File: src/fetch_pkg.sv
package fetch_pkg;

  // Control-transfer kind stored with each BTB entry
  typedef enum logic [1:0] {
    br_jump   = 2'd0,
    br_call   = 2'd1,
    br_return = 2'd2
  } br_kind_e;

  // addi x0, x0, 0
  localparam logic [31:0] I_NOP = 32'h0000_0013;

  // Width of the BTB saturating counters
  localparam int CTR_W = 2;

endpackage

File: src/fetch_pred_if.sv
`timescale 1ns/10ps

interface fetch_pred_if
  import fetch_pkg::*;
#(
  parameter int XLEN = 32
) ();

  // BTB lookup result for the current PC
  logic            btb_hit;
  logic            btb_pred_taken;
  logic [XLEN-1:0] btb_tgt;
  br_kind_e        btb_kind;

  // Top of the return stack
  logic            ras_valid;
  logic [XLEN-1:0] ras_tgt;

  modport btb_src (
    output btb_hit, btb_pred_taken, btb_tgt, btb_kind
  );

  modport ras_src (
    output ras_valid, ras_tgt
  );

  // PC generator and fetch stage only read
  modport sink (
    input btb_hit, btb_pred_taken, btb_tgt, btb_kind, ras_valid, ras_tgt
  );

endinterface

File: src/fetch_pc_gen.sv
`timescale 1ns/10ps

module fetch_pc_gen
  import fetch_pkg::*;
#(
  parameter int              XLEN     = 32,
  parameter logic [XLEN-1:0] RESET_PC = '0
) (
  input  logic            clk,
  input  logic            arst_n,
  input  logic            advance,
  input  logic            redirect_valid,
  input  logic [XLEN-1:0] redirect_pc,
  fetch_pred_if.sink      pred,
  output logic [XLEN-1:0] pc,
  output logic [XLEN-1:0] pc_plus4
);

  logic [XLEN-1:0] pc_q;
  logic [XLEN-1:0] pc_next;
  logic            take_ras;
  logic            take_btb;

  // Single sequential adder, shared with RAS push and the stage
  assign pc_plus4 = pc_q + XLEN'(4);
  assign pc       = pc_q;

  // Return needs a live RAS entry, else it falls through
  assign take_ras = pred.btb_hit && (pred.btb_kind == br_return) && pred.ras_valid;
  // Jumps and calls follow the counter
  assign take_btb = pred.btb_hit && pred.btb_pred_taken && (pred.btb_kind != br_return);

  // Next-PC select, redirect first
  always_comb begin
    if (redirect_valid) begin
      pc_next = redirect_pc;
    end else if (!advance) begin
      // Stalled by the consumer
      pc_next = pc_q;
    end else if (take_ras) begin
      pc_next = pred.ras_tgt;
    end else if (take_btb) begin
      pc_next = pred.btb_tgt;
    end else begin
      pc_next = pc_plus4;
    end
  end

  always_ff @(posedge clk or negedge arst_n) begin
    if (!arst_n) begin
      pc_q <= RESET_PC;
    end else begin
      pc_q <= pc_next;
    end
  end

endmodule

File: src/fetch_btb.sv
`timescale 1ns/10ps

module fetch_btb
  import fetch_pkg::*;
#(
  parameter int XLEN        = 32,
  parameter int BTB_ENTRIES = 16
) (
  input  logic            clk,
  input  logic            arst_n,
  input  logic [XLEN-1:0] pc,
  input  logic            upd_valid,
  input  logic [XLEN-1:0] upd_pc,
  input  logic [XLEN-1:0] upd_tgt,
  input  logic            upd_taken,
  input  br_kind_e        upd_kind,
  fetch_pred_if.btb_src   pred
);

  // Index sits just above the byte offset, tag takes the rest
  localparam int IDX_W = $clog2(BTB_ENTRIES);
  localparam int TAG_W = XLEN - IDX_W - 2;

  localparam logic [CTR_W-1:0] CTR_MAX  = '1;
  // Weakly taken on install
  localparam logic [CTR_W-1:0] CTR_INIT = {1'b1, {(CTR_W-1){1'b0}}};

  // Entry storage
  logic [BTB_ENTRIES-1:0] valid_q;
  logic [TAG_W-1:0]       tag_q  [BTB_ENTRIES];
  logic [XLEN-1:0]        tgt_q  [BTB_ENTRIES];
  br_kind_e               kind_q [BTB_ENTRIES];
  logic [CTR_W-1:0]       ctr_q  [BTB_ENTRIES];

  logic [IDX_W-1:0] rd_idx;
  logic [TAG_W-1:0] rd_tag;
  logic             rd_hit;

  logic [IDX_W-1:0] wr_idx;
  logic [TAG_W-1:0] wr_tag;
  logic             wr_hit;
  logic             wr_train;
  logic             wr_install;
  logic [CTR_W-1:0] ctr_cur;
  logic [CTR_W-1:0] ctr_next;

  // Lookup side, purely combinational
  assign rd_idx = pc[IDX_W+1:2];
  assign rd_tag = pc[XLEN-1:IDX_W+2];
  assign rd_hit = valid_q[rd_idx] && (tag_q[rd_idx] == rd_tag);

  // Miss presents zeros
  assign pred.btb_hit        = rd_hit;
  assign pred.btb_pred_taken = rd_hit && ctr_q[rd_idx][CTR_W-1];
  assign pred.btb_tgt        = rd_hit ? tgt_q[rd_idx] : '0;
  assign pred.btb_kind       = rd_hit ? kind_q[rd_idx] : br_jump;

  // Update side from branch resolution
  assign wr_idx     = upd_pc[IDX_W+1:2];
  assign wr_tag     = upd_pc[XLEN-1:IDX_W+2];
  assign wr_hit     = valid_q[wr_idx] && (tag_q[wr_idx] == wr_tag);
  assign wr_train   = upd_valid && wr_hit;
  // Not-taken misses are not allocated
  assign wr_install = upd_valid && !wr_hit && upd_taken;
  assign ctr_cur    = ctr_q[wr_idx];

  // Saturating 2-bit counter step
  always_comb begin
    if (wr_install) begin
      ctr_next = CTR_INIT;
    end else if (upd_taken) begin
      ctr_next = (ctr_cur == CTR_MAX) ? ctr_cur : ctr_cur + 1'b1;
    end else begin
      ctr_next = (ctr_cur == '0) ? ctr_cur : ctr_cur - 1'b1;
    end
  end

  always_ff @(posedge clk or negedge arst_n) begin
    if (!arst_n) begin
      valid_q <= '0;
    end else if (wr_install) begin
      valid_q[wr_idx] <= 1'b1;
    end
  end

  // Payload arrays
  always_ff @(posedge clk) begin
    if (wr_train || wr_install) begin
      tag_q[wr_idx]  <= wr_tag;
      tgt_q[wr_idx]  <= upd_tgt;
      kind_q[wr_idx] <= upd_kind;
      ctr_q[wr_idx]  <= ctr_next;
    end
  end

endmodule

File: src/fetch_ras.sv
`timescale 1ns/10ps

module fetch_ras #(
  parameter int XLEN      = 32,
  parameter int RAS_DEPTH = 4
) (
  input  logic            clk,
  input  logic            arst_n,
  input  logic            push,
  input  logic            pop,
  input  logic [XLEN-1:0] push_addr,
  fetch_pred_if.ras_src   pred
);

  localparam int PTR_W = $clog2(RAS_DEPTH);
  localparam int CNT_W = $clog2(RAS_DEPTH + 1);

  localparam logic [PTR_W-1:0] PTR_LAST = PTR_W'(RAS_DEPTH - 1);
  localparam logic [CNT_W-1:0] CNT_FULL = CNT_W'(RAS_DEPTH);

  logic [XLEN-1:0]  stack_q [RAS_DEPTH];
  logic [PTR_W-1:0] tos_q;
  logic [CNT_W-1:0] cnt_q;
  logic [PTR_W-1:0] tos_up;
  logic [PTR_W-1:0] tos_dn;
  logic             do_pop;

  // Circular neighbours of the top pointer
  assign tos_up = (tos_q == PTR_LAST) ? '0 : tos_q + 1'b1;
  assign tos_dn = (tos_q == '0) ? PTR_LAST : tos_q - 1'b1;

  // Empty stack ignores pops
  assign do_pop = pop && (cnt_q != '0);

  assign pred.ras_valid = (cnt_q != '0);
  assign pred.ras_tgt   = pred.ras_valid ? stack_q[tos_q] : '0;

  always_ff @(posedge clk or negedge arst_n) begin
    if (!arst_n) begin
      tos_q <= '0;
      cnt_q <= '0;
    end else if (push && do_pop) begin
      // Replace top, depth unchanged
      tos_q <= tos_q;
    end else if (push) begin
      tos_q <= tos_up;
      // Full stack drops the oldest entry
      cnt_q <= (cnt_q == CNT_FULL) ? cnt_q : cnt_q + 1'b1;
    end else if (do_pop) begin
      tos_q <= tos_dn;
      cnt_q <= cnt_q - 1'b1;
    end
  end

  always_ff @(posedge clk) begin
    if (push && do_pop) begin
      stack_q[tos_q] <= push_addr;
    end else if (push) begin
      stack_q[tos_up] <= push_addr;
    end
  end

endmodule

File: src/fetch_stage_sram.sv
`timescale 1ns/10ps

module fetch_stage_sram
  import fetch_pkg::*;
#(
  parameter int XLEN      = 32,
  parameter int PIPELINED = 1
) (
  input  logic            clk,
  input  logic            arst_n,
  input  logic [XLEN-1:0] pc,
  input  logic [XLEN-1:0] pc_plus4,
  input  logic            flush,
  input  logic            out_ready,
  fetch_pred_if.sink      pred,
  output logic            imem_arvalid,
  output logic [31:0]     imem_araddr,
  input  logic [31:0]     imem_rdata,
  output logic            out_valid,
  output logic [31:0]     out_instr,
  output logic [XLEN-1:0] out_pc,
  output logic [XLEN-1:0] out_pc_plus4,
  output logic            out_btb_hit,
  output logic            out_btb_pred_taken,
  output logic [XLEN-1:0] out_btb_tgt,
  output br_kind_e        out_btb_kind,
  output logic            out_ras_valid,
  output logic [XLEN-1:0] out_ras_tgt,
  output logic            advance
);

  // Zero-latency SRAM, read every cycle
  assign imem_arvalid = 1'b1;
  assign imem_araddr  = pc[31:0];

  if (PIPELINED != 0) begin : g_registered
    logic [31:0] instr_q;
    logic        valid_q;

    // Register loads whenever the consumer can take a word
    assign advance = out_ready;

    // Flush and reset leave a bubble
    always_ff @(posedge clk or negedge arst_n) begin
      if (!arst_n) begin
        instr_q <= I_NOP;
        valid_q <= 1'b0;
      end else if (flush) begin
        instr_q <= I_NOP;
        valid_q <= 1'b0;
      end else if (out_ready) begin
        instr_q <= imem_rdata;
        valid_q <= 1'b1;
      end
    end

    // PC and prediction travel with the instruction
    always_ff @(posedge clk) begin
      if (out_ready) begin
        out_pc             <= pc;
        out_pc_plus4       <= pc_plus4;
        out_btb_hit        <= pred.btb_hit;
        out_btb_pred_taken <= pred.btb_pred_taken;
        out_btb_tgt        <= pred.btb_tgt;
        out_btb_kind       <= pred.btb_kind;
        out_ras_valid      <= pred.ras_valid;
        out_ras_tgt        <= pred.ras_tgt;
      end
    end

    assign out_instr = instr_q;
    assign out_valid = valid_q;
  end else begin : g_passthrough
    logic run_q;

    // Goes high on the first edge after reset release
    always_ff @(posedge clk or negedge arst_n) begin
      if (!arst_n) begin
        run_q <= 1'b0;
      end else begin
        run_q <= 1'b1;
      end
    end

    // Wrong-path word is dropped during a redirect
    assign out_valid = run_q && !flush;
    assign advance   = out_ready && out_valid;

    assign out_instr          = imem_rdata;
    assign out_pc             = pc;
    assign out_pc_plus4       = pc_plus4;
    assign out_btb_hit        = pred.btb_hit;
    assign out_btb_pred_taken = pred.btb_pred_taken;
    assign out_btb_tgt        = pred.btb_tgt;
    assign out_btb_kind       = pred.btb_kind;
    assign out_ras_valid      = pred.ras_valid;
    assign out_ras_tgt        = pred.ras_tgt;
  end

endmodule

File: src/fetch_top.sv
`timescale 1ns/10ps

module fetch_top
  import fetch_pkg::*;
#(
  parameter int              XLEN        = 32,
  parameter int              PIPELINED   = 1,
  parameter logic [XLEN-1:0] RESET_PC    = 'h100,
  parameter int              BTB_ENTRIES = 16,
  parameter int              RAS_DEPTH   = 4
) (
  input  logic            clk,
  input  logic            arst_n,
  // Instruction SRAM
  output logic            imem_arvalid,
  output logic [31:0]     imem_araddr,
  input  logic [31:0]     imem_rdata,
  // Consumer side
  output logic            out_valid,
  input  logic            out_ready,
  output logic [31:0]     out_instr,
  output logic [XLEN-1:0] out_pc,
  output logic [XLEN-1:0] out_pc_plus4,
  output logic            out_btb_hit,
  output logic            out_btb_pred_taken,
  output logic [XLEN-1:0] out_btb_tgt,
  output br_kind_e        out_btb_kind,
  output logic            out_ras_valid,
  output logic [XLEN-1:0] out_ras_tgt,
  // Redirect from branch resolution
  input  logic            redirect_valid,
  input  logic [XLEN-1:0] redirect_pc,
  // BTB training
  input  logic            upd_valid,
  input  logic [XLEN-1:0] upd_pc,
  input  logic [XLEN-1:0] upd_tgt,
  input  logic            upd_taken,
  input  br_kind_e        upd_kind
);

  logic [XLEN-1:0] pc;
  logic [XLEN-1:0] pc_plus4;
  logic            advance;
  logic            step;
  logic            ras_push;
  logic            ras_pop;

  fetch_pred_if #(.XLEN(XLEN)) u_pred ();

  // Speculative RAS moves only on a real, non-redirected step
  assign step     = advance && !redirect_valid;
  assign ras_push = step && u_pred.btb_hit && u_pred.btb_pred_taken
                    && (u_pred.btb_kind == br_call);
  assign ras_pop  = step && u_pred.btb_hit && u_pred.ras_valid
                    && (u_pred.btb_kind == br_return);

  fetch_pc_gen #(
    .XLEN     (XLEN),
    .RESET_PC (RESET_PC)
  ) u_pc_gen (
    .clk            (clk),
    .arst_n         (arst_n),
    .advance        (advance),
    .redirect_valid (redirect_valid),
    .redirect_pc    (redirect_pc),
    .pred           (u_pred.sink),
    .pc             (pc),
    .pc_plus4       (pc_plus4)
  );

  fetch_btb #(
    .XLEN        (XLEN),
    .BTB_ENTRIES (BTB_ENTRIES)
  ) u_btb (
    .clk       (clk),
    .arst_n    (arst_n),
    .pc        (pc),
    .upd_valid (upd_valid),
    .upd_pc    (upd_pc),
    .upd_tgt   (upd_tgt),
    .upd_taken (upd_taken),
    .upd_kind  (upd_kind),
    .pred      (u_pred.btb_src)
  );

  // Return address is the call's fall-through PC
  fetch_ras #(
    .XLEN      (XLEN),
    .RAS_DEPTH (RAS_DEPTH)
  ) u_ras (
    .clk       (clk),
    .arst_n    (arst_n),
    .push      (ras_push),
    .pop       (ras_pop),
    .push_addr (pc_plus4),
    .pred      (u_pred.ras_src)
  );

  fetch_stage_sram #(
    .XLEN      (XLEN),
    .PIPELINED (PIPELINED)
  ) u_stage (
    .clk                (clk),
    .arst_n             (arst_n),
    .pc                 (pc),
    .pc_plus4           (pc_plus4),
    .flush              (redirect_valid),
    .out_ready          (out_ready),
    .pred               (u_pred.sink),
    .imem_arvalid       (imem_arvalid),
    .imem_araddr        (imem_araddr),
    .imem_rdata         (imem_rdata),
    .out_valid          (out_valid),
    .out_instr          (out_instr),
    .out_pc             (out_pc),
    .out_pc_plus4       (out_pc_plus4),
    .out_btb_hit        (out_btb_hit),
    .out_btb_pred_taken (out_btb_pred_taken),
    .out_btb_tgt        (out_btb_tgt),
    .out_btb_kind       (out_btb_kind),
    .out_ras_valid      (out_ras_valid),
    .out_ras_tgt        (out_ras_tgt),
    .advance            (advance)
  );

endmodule

File: config.mk
export PLATFORM = sky130hd
export DESIGN_NAME = fetch_top
export DESIGN_NICKNAME = d
export VERILOG_FILES = /design/src/fetch_pkg.sv /design/src/fetch_pred_if.sv /design/src/fetch_pc_gen.sv /design/src/fetch_btb.sv /design/src/fetch_ras.sv /design/src/fetch_stage_sram.sv /design/src/fetch_top.sv
export SDC_FILE = /design/constraint.sdc
export NUM_CORES = 2
export LEC_CHECK = 0
export ABC_CLOCK_PERIOD_IN_PS = 7900
export BUFFER_PORTS_ARGS = -buffer_cell sky130_fd_sc_hd__buf_2
export CAP_MARGIN = 10
export CORE_MARGIN = 3
export CORE_UTILIZATION = 49
export CTS_CLUSTER_SIZE = 16
export DETAILED_ROUTE_END_ITERATION = 8
export PLACE_DENSITY = 0.66
export SLEW_MARGIN = 20
export SYNTH_ARGS = -nofsm -noshare
export SYNTH_HDL_FRONTEND = slang
export SYNTH_SLANG_ARGS = --single-unit
File: constraint.sdc
create_clock -name clk -period 7.9 [get_ports clk]
set_input_delay 0.79 -clock clk [delete_from_list [all_inputs] [get_ports clk]]
set_output_delay 0.79 -clock clk [all_outputs]
set_load 0.01 [all_outputs]
==> impl_metrics.ini <==
[run_status]
outcome = finished, final reports clean

[yosys]
asyncSetResetFlopFracSynth = 0.0643
synth.cell_area_sq_um = 56500
syn-mean-instance-area_sq_um = 19.6
synth.ff_latch_count = 1337
synthCells = 2885
ys_warn_count = 0
postSynthNetCount = 3028
synth-seq-area-share = 0.703
synthDistinctLibCells = 79
synth-main-ff-cell = edfxtp_1
synth_edf_count = 1251

[critical_path]
worst_setup_path_start_kind = register
timing.critical_path.to_type = register
timing.setup.critical_path_class = reg -> reg
crit-reg2reg-capture = u_ras.stack_q[2][5]
timing.rr.start = u_pc_gen.pc[4]
timing.critical_path.required_ns = 8.27
critPathArrivalTime_ns = 6.84
r2r_slack_ns = 1.44
worstPathMaxFanout = 32
worstSetupStartpoint = u_pc_gen.pc[4]
worstSetupEndpoint = u_ras.stack_q[2][5]
rr_worst_depth = 13

[clock_tree]
cts.sink_count = 1337
cts-resized-gates = 0
cts_made_buffers = 140
post_cts.repair.setup_buffers = 0
cts-htree-levels = 4
cts_root_buf = clkbuf_16
cts_max_path_buffers = 3
clock_insertion_delay_worst_skew_ns = 0.76
clk_pin_slew_worst_paths_ns = 0.06
clock_tree_from_tritoncts = yes

[layout]
most_common_cell_after_layout_fill_and_taps_aside = edfxtp_1
post_synthesis_to_final_layout_area_growth_pct = 14.4
fin_nets = 3392
layout.cells.most_common_list = 1251 x edfxtp_1, 419 x mux4_2, 327 x buf_2
layout-drive-gt1-share = 0.327

[flow_run]
max_cap_violation_count = 0

[timing]
report.final.hold_viol_count = 0
timing_worst_slew_pin_value_ns = 1.12
setup-tns-final_ns = 0
post-route-worst-setup-slack_ns = 1.44
timing.final.setup_violations = 0
finalCritPeriodShare = 0.818
final.setup_skew_ns = 0.0453
final_max_slew_viol_count = 0
timing.fmax_mhz = 155
min_period_ns = 6.46
slew_headroom = 0.245
rsz_0062_raised_after_global_routing = false

[pwr]
leakage_nw = 21.6
power_per_cell_area_nw_per_um2 = 254
vdd.ir_drop.worst_mv = 0.204

[floorplanning]
chipWidth_microns = 346
coreArea_sq_um = 113000
die_h_microns = 346
die_area_sq_um = 119000
io_pins = 335
num_rows = 123
initial_core_util = 0.498

[routing]
drt_iter0_markers = 4142
drt.antenna.violating_nets = 0
postRouteWirelength_mm = 162
drt-pass1-iter-count = 7
detailroute.via_count = 31600
post-route-drc-count = 0
wl_per_cell_microns = 33.3
vias_per_cell = 6.50

[place]
place.port_buffers = 331
detailedPlacementHpwl_mm = 98.9
worst_setup_slack_post_dpl_ns = 1.57
finalWeightedCongestion = 0.943

[global_route]
grt_start_max_net_pins = 102
via_count_of_the_first_global_routing_pass = 32100
number_of_antenna_violations_at_the_first_check_in_global_routing = 26
grt_util_all_layers = 0.271
grt-ovfl-total = 0
first_pass_grt_wire_length_mm = 233

[worst_hold_path]
timing.hold.worst.class = in -> reg
## critical path, stage by stage (launching register included)
cell and delay, ns:
dfrtp_4 0.83, nor2b_2 0.95, a22oi_1 0.22, o2111a_1 0.23
a2111oi_0 0.61, nand4b_1 0.16, or4_1 0.62, or4_1 0.86
inv_1 0.18, ha_1 0.26, o21ai_0 0.15, or2_2 0.34
a21oi_4 0.13, buf_4 0.50
## stage by stage
stage	cell area [sq um]	cells	util	power [W]	hold slack (ns)
detailed placement	60100	4605	0.530	0.0101	0.470
global placement	60100	4605	0.530	0.0101	0.461
CTS	64600	4850	0.570	0.0165	0.234
global route	64700	4857	0.570	0.0169	0.247
floorplan	56500	2885	-	0.00929	0.439
finish	64700	4866	0.570	0.0164	0.277
## logic make-up (layout without fill, tap and decap cells)
logic type	count (synthesis)	in the layout	share of synthesized area
xor gates and xnor gates	72	72	0.0112
AOI/OAI and AO/OA	263	263	0.0320
DFF	1337	1337	0.703
other	1	16	0.0000663
adders and majority gates	7	7	0.00168
and+or+nand+nor	432	432	0.0408
buffers and inverters	219	685	0.0186
muxes	554	554	0.193
## report_power, final
group          internal [W]  switching [W]
clock               0.00377        0.00268
combinational      0.000741        0.00114
sequential          0.00793       0.000147
total                0.0124        0.00397
## sequential cells by signal, summed over array words and instances (netlist names)
signal                      flops
u_btb.tgt_q                   512
u_btb.tag_q                   416
u_ras.stack_q                 128
u_btb.ctr_q                    32
u_btb.kind_q                   32
u_pc_gen.pc                    32
u_stage.out_btb_tgt            32
u_stage.out_instr              32
u_stage.out_pc                 32
u_stage.out_ras_tgt            32
u_stage.out_pc_plus4           30
u_btb.valid_q                  16
u_ras.cnt_q                     3
u_ras.tos_q                     2
u_stage.out_btb_kind            2
u_stage.out_btb_hit             1
u_stage.out_btb_pred_taken      1
u_stage.out_ras_valid           1
u_stage.out_valid               1
## cells in the mapped netlist, types with 25 or more instances
| library cell | instances | area share |
|---|---|---|
| nor2_1 | 89 | 0.0059 |
| a31oi_1 | 25 | 0.0028 |
| clkbuf_1 | 104 | 0.0069 |
| nor2b_1 | 48 | 0.0053 |
| xnor2_1 | 58 | 0.0090 |
| nand2_1 | 58 | 0.0039 |
| and2_1 | 42 | 0.0046 |
| a21oi_1 | 41 | 0.0036 |
| o21ai_0 | 41 | 0.0036 |
| nand3_1 | 56 | 0.0050 |
| mux4_2 | 419 | 0.17 |
| dfrtp_1 | 82 | 0.036 |
| mux2i_1 | 113 | 0.020 |
| buf_1 | 41 | 0.0027 |
| edfxtp_1 | 1251 | 0.66 |
## area by class of cell
cell class | count | area (sq um)
multi-input cells | 1329 | 15900
fillers | 8351 | 48700
well taps | 1500 | 1880
flip-flops and latches | 1337 | 39700
clock buffers | 186 | 3850
repair buffers | 417 | 2500
inverters | 24 | 91.3
clock inverters | 58 | 671
diodes | 15 | 37.5
## repair_timing
action / CTS / global route
endpoints found under the hold margin: 21 / 0
setup endpoints to repair: 0 / 0
hold buffers: 1 / 0
## routing by layer
layer	GRT usage	part of all wire	vias up
li1	-	-	12800
met1	0.365	0.38	16700
met2	0.425	0.48	1839
met3	0.0735	0.10	347
met4	0.102	0.040	12
met5	0	0.00046	-
## worst min path at each step
| stage | startpoint | to | slack [ns] | cells after the start |
|---|---|---|---|---|
| 5_1_grt | imem_rdata[4] | u_stage.out_instr[4] | 0.25 | 3 |
| 2_1_floorplan | u_btb.valid_q[15] | u_btb.valid_q[15] | 0.44 | 1 |
| 4_1_cts | imem_rdata[4] | u_stage.out_instr[4] | 0.23 | 3 |
| 6_report | imem_rdata[4] | u_stage.out_instr[4] | 0.28 | 3 |
| 3_3_place_gp | u_btb.valid_q[15] | u_btb.valid_q[15] | 0.46 | 1 |
| 3_5_place_dp | u_btb.valid_q[15] | u_btb.valid_q[15] | 0.47 | 1 |
Power figures use the tool's default switching activity.
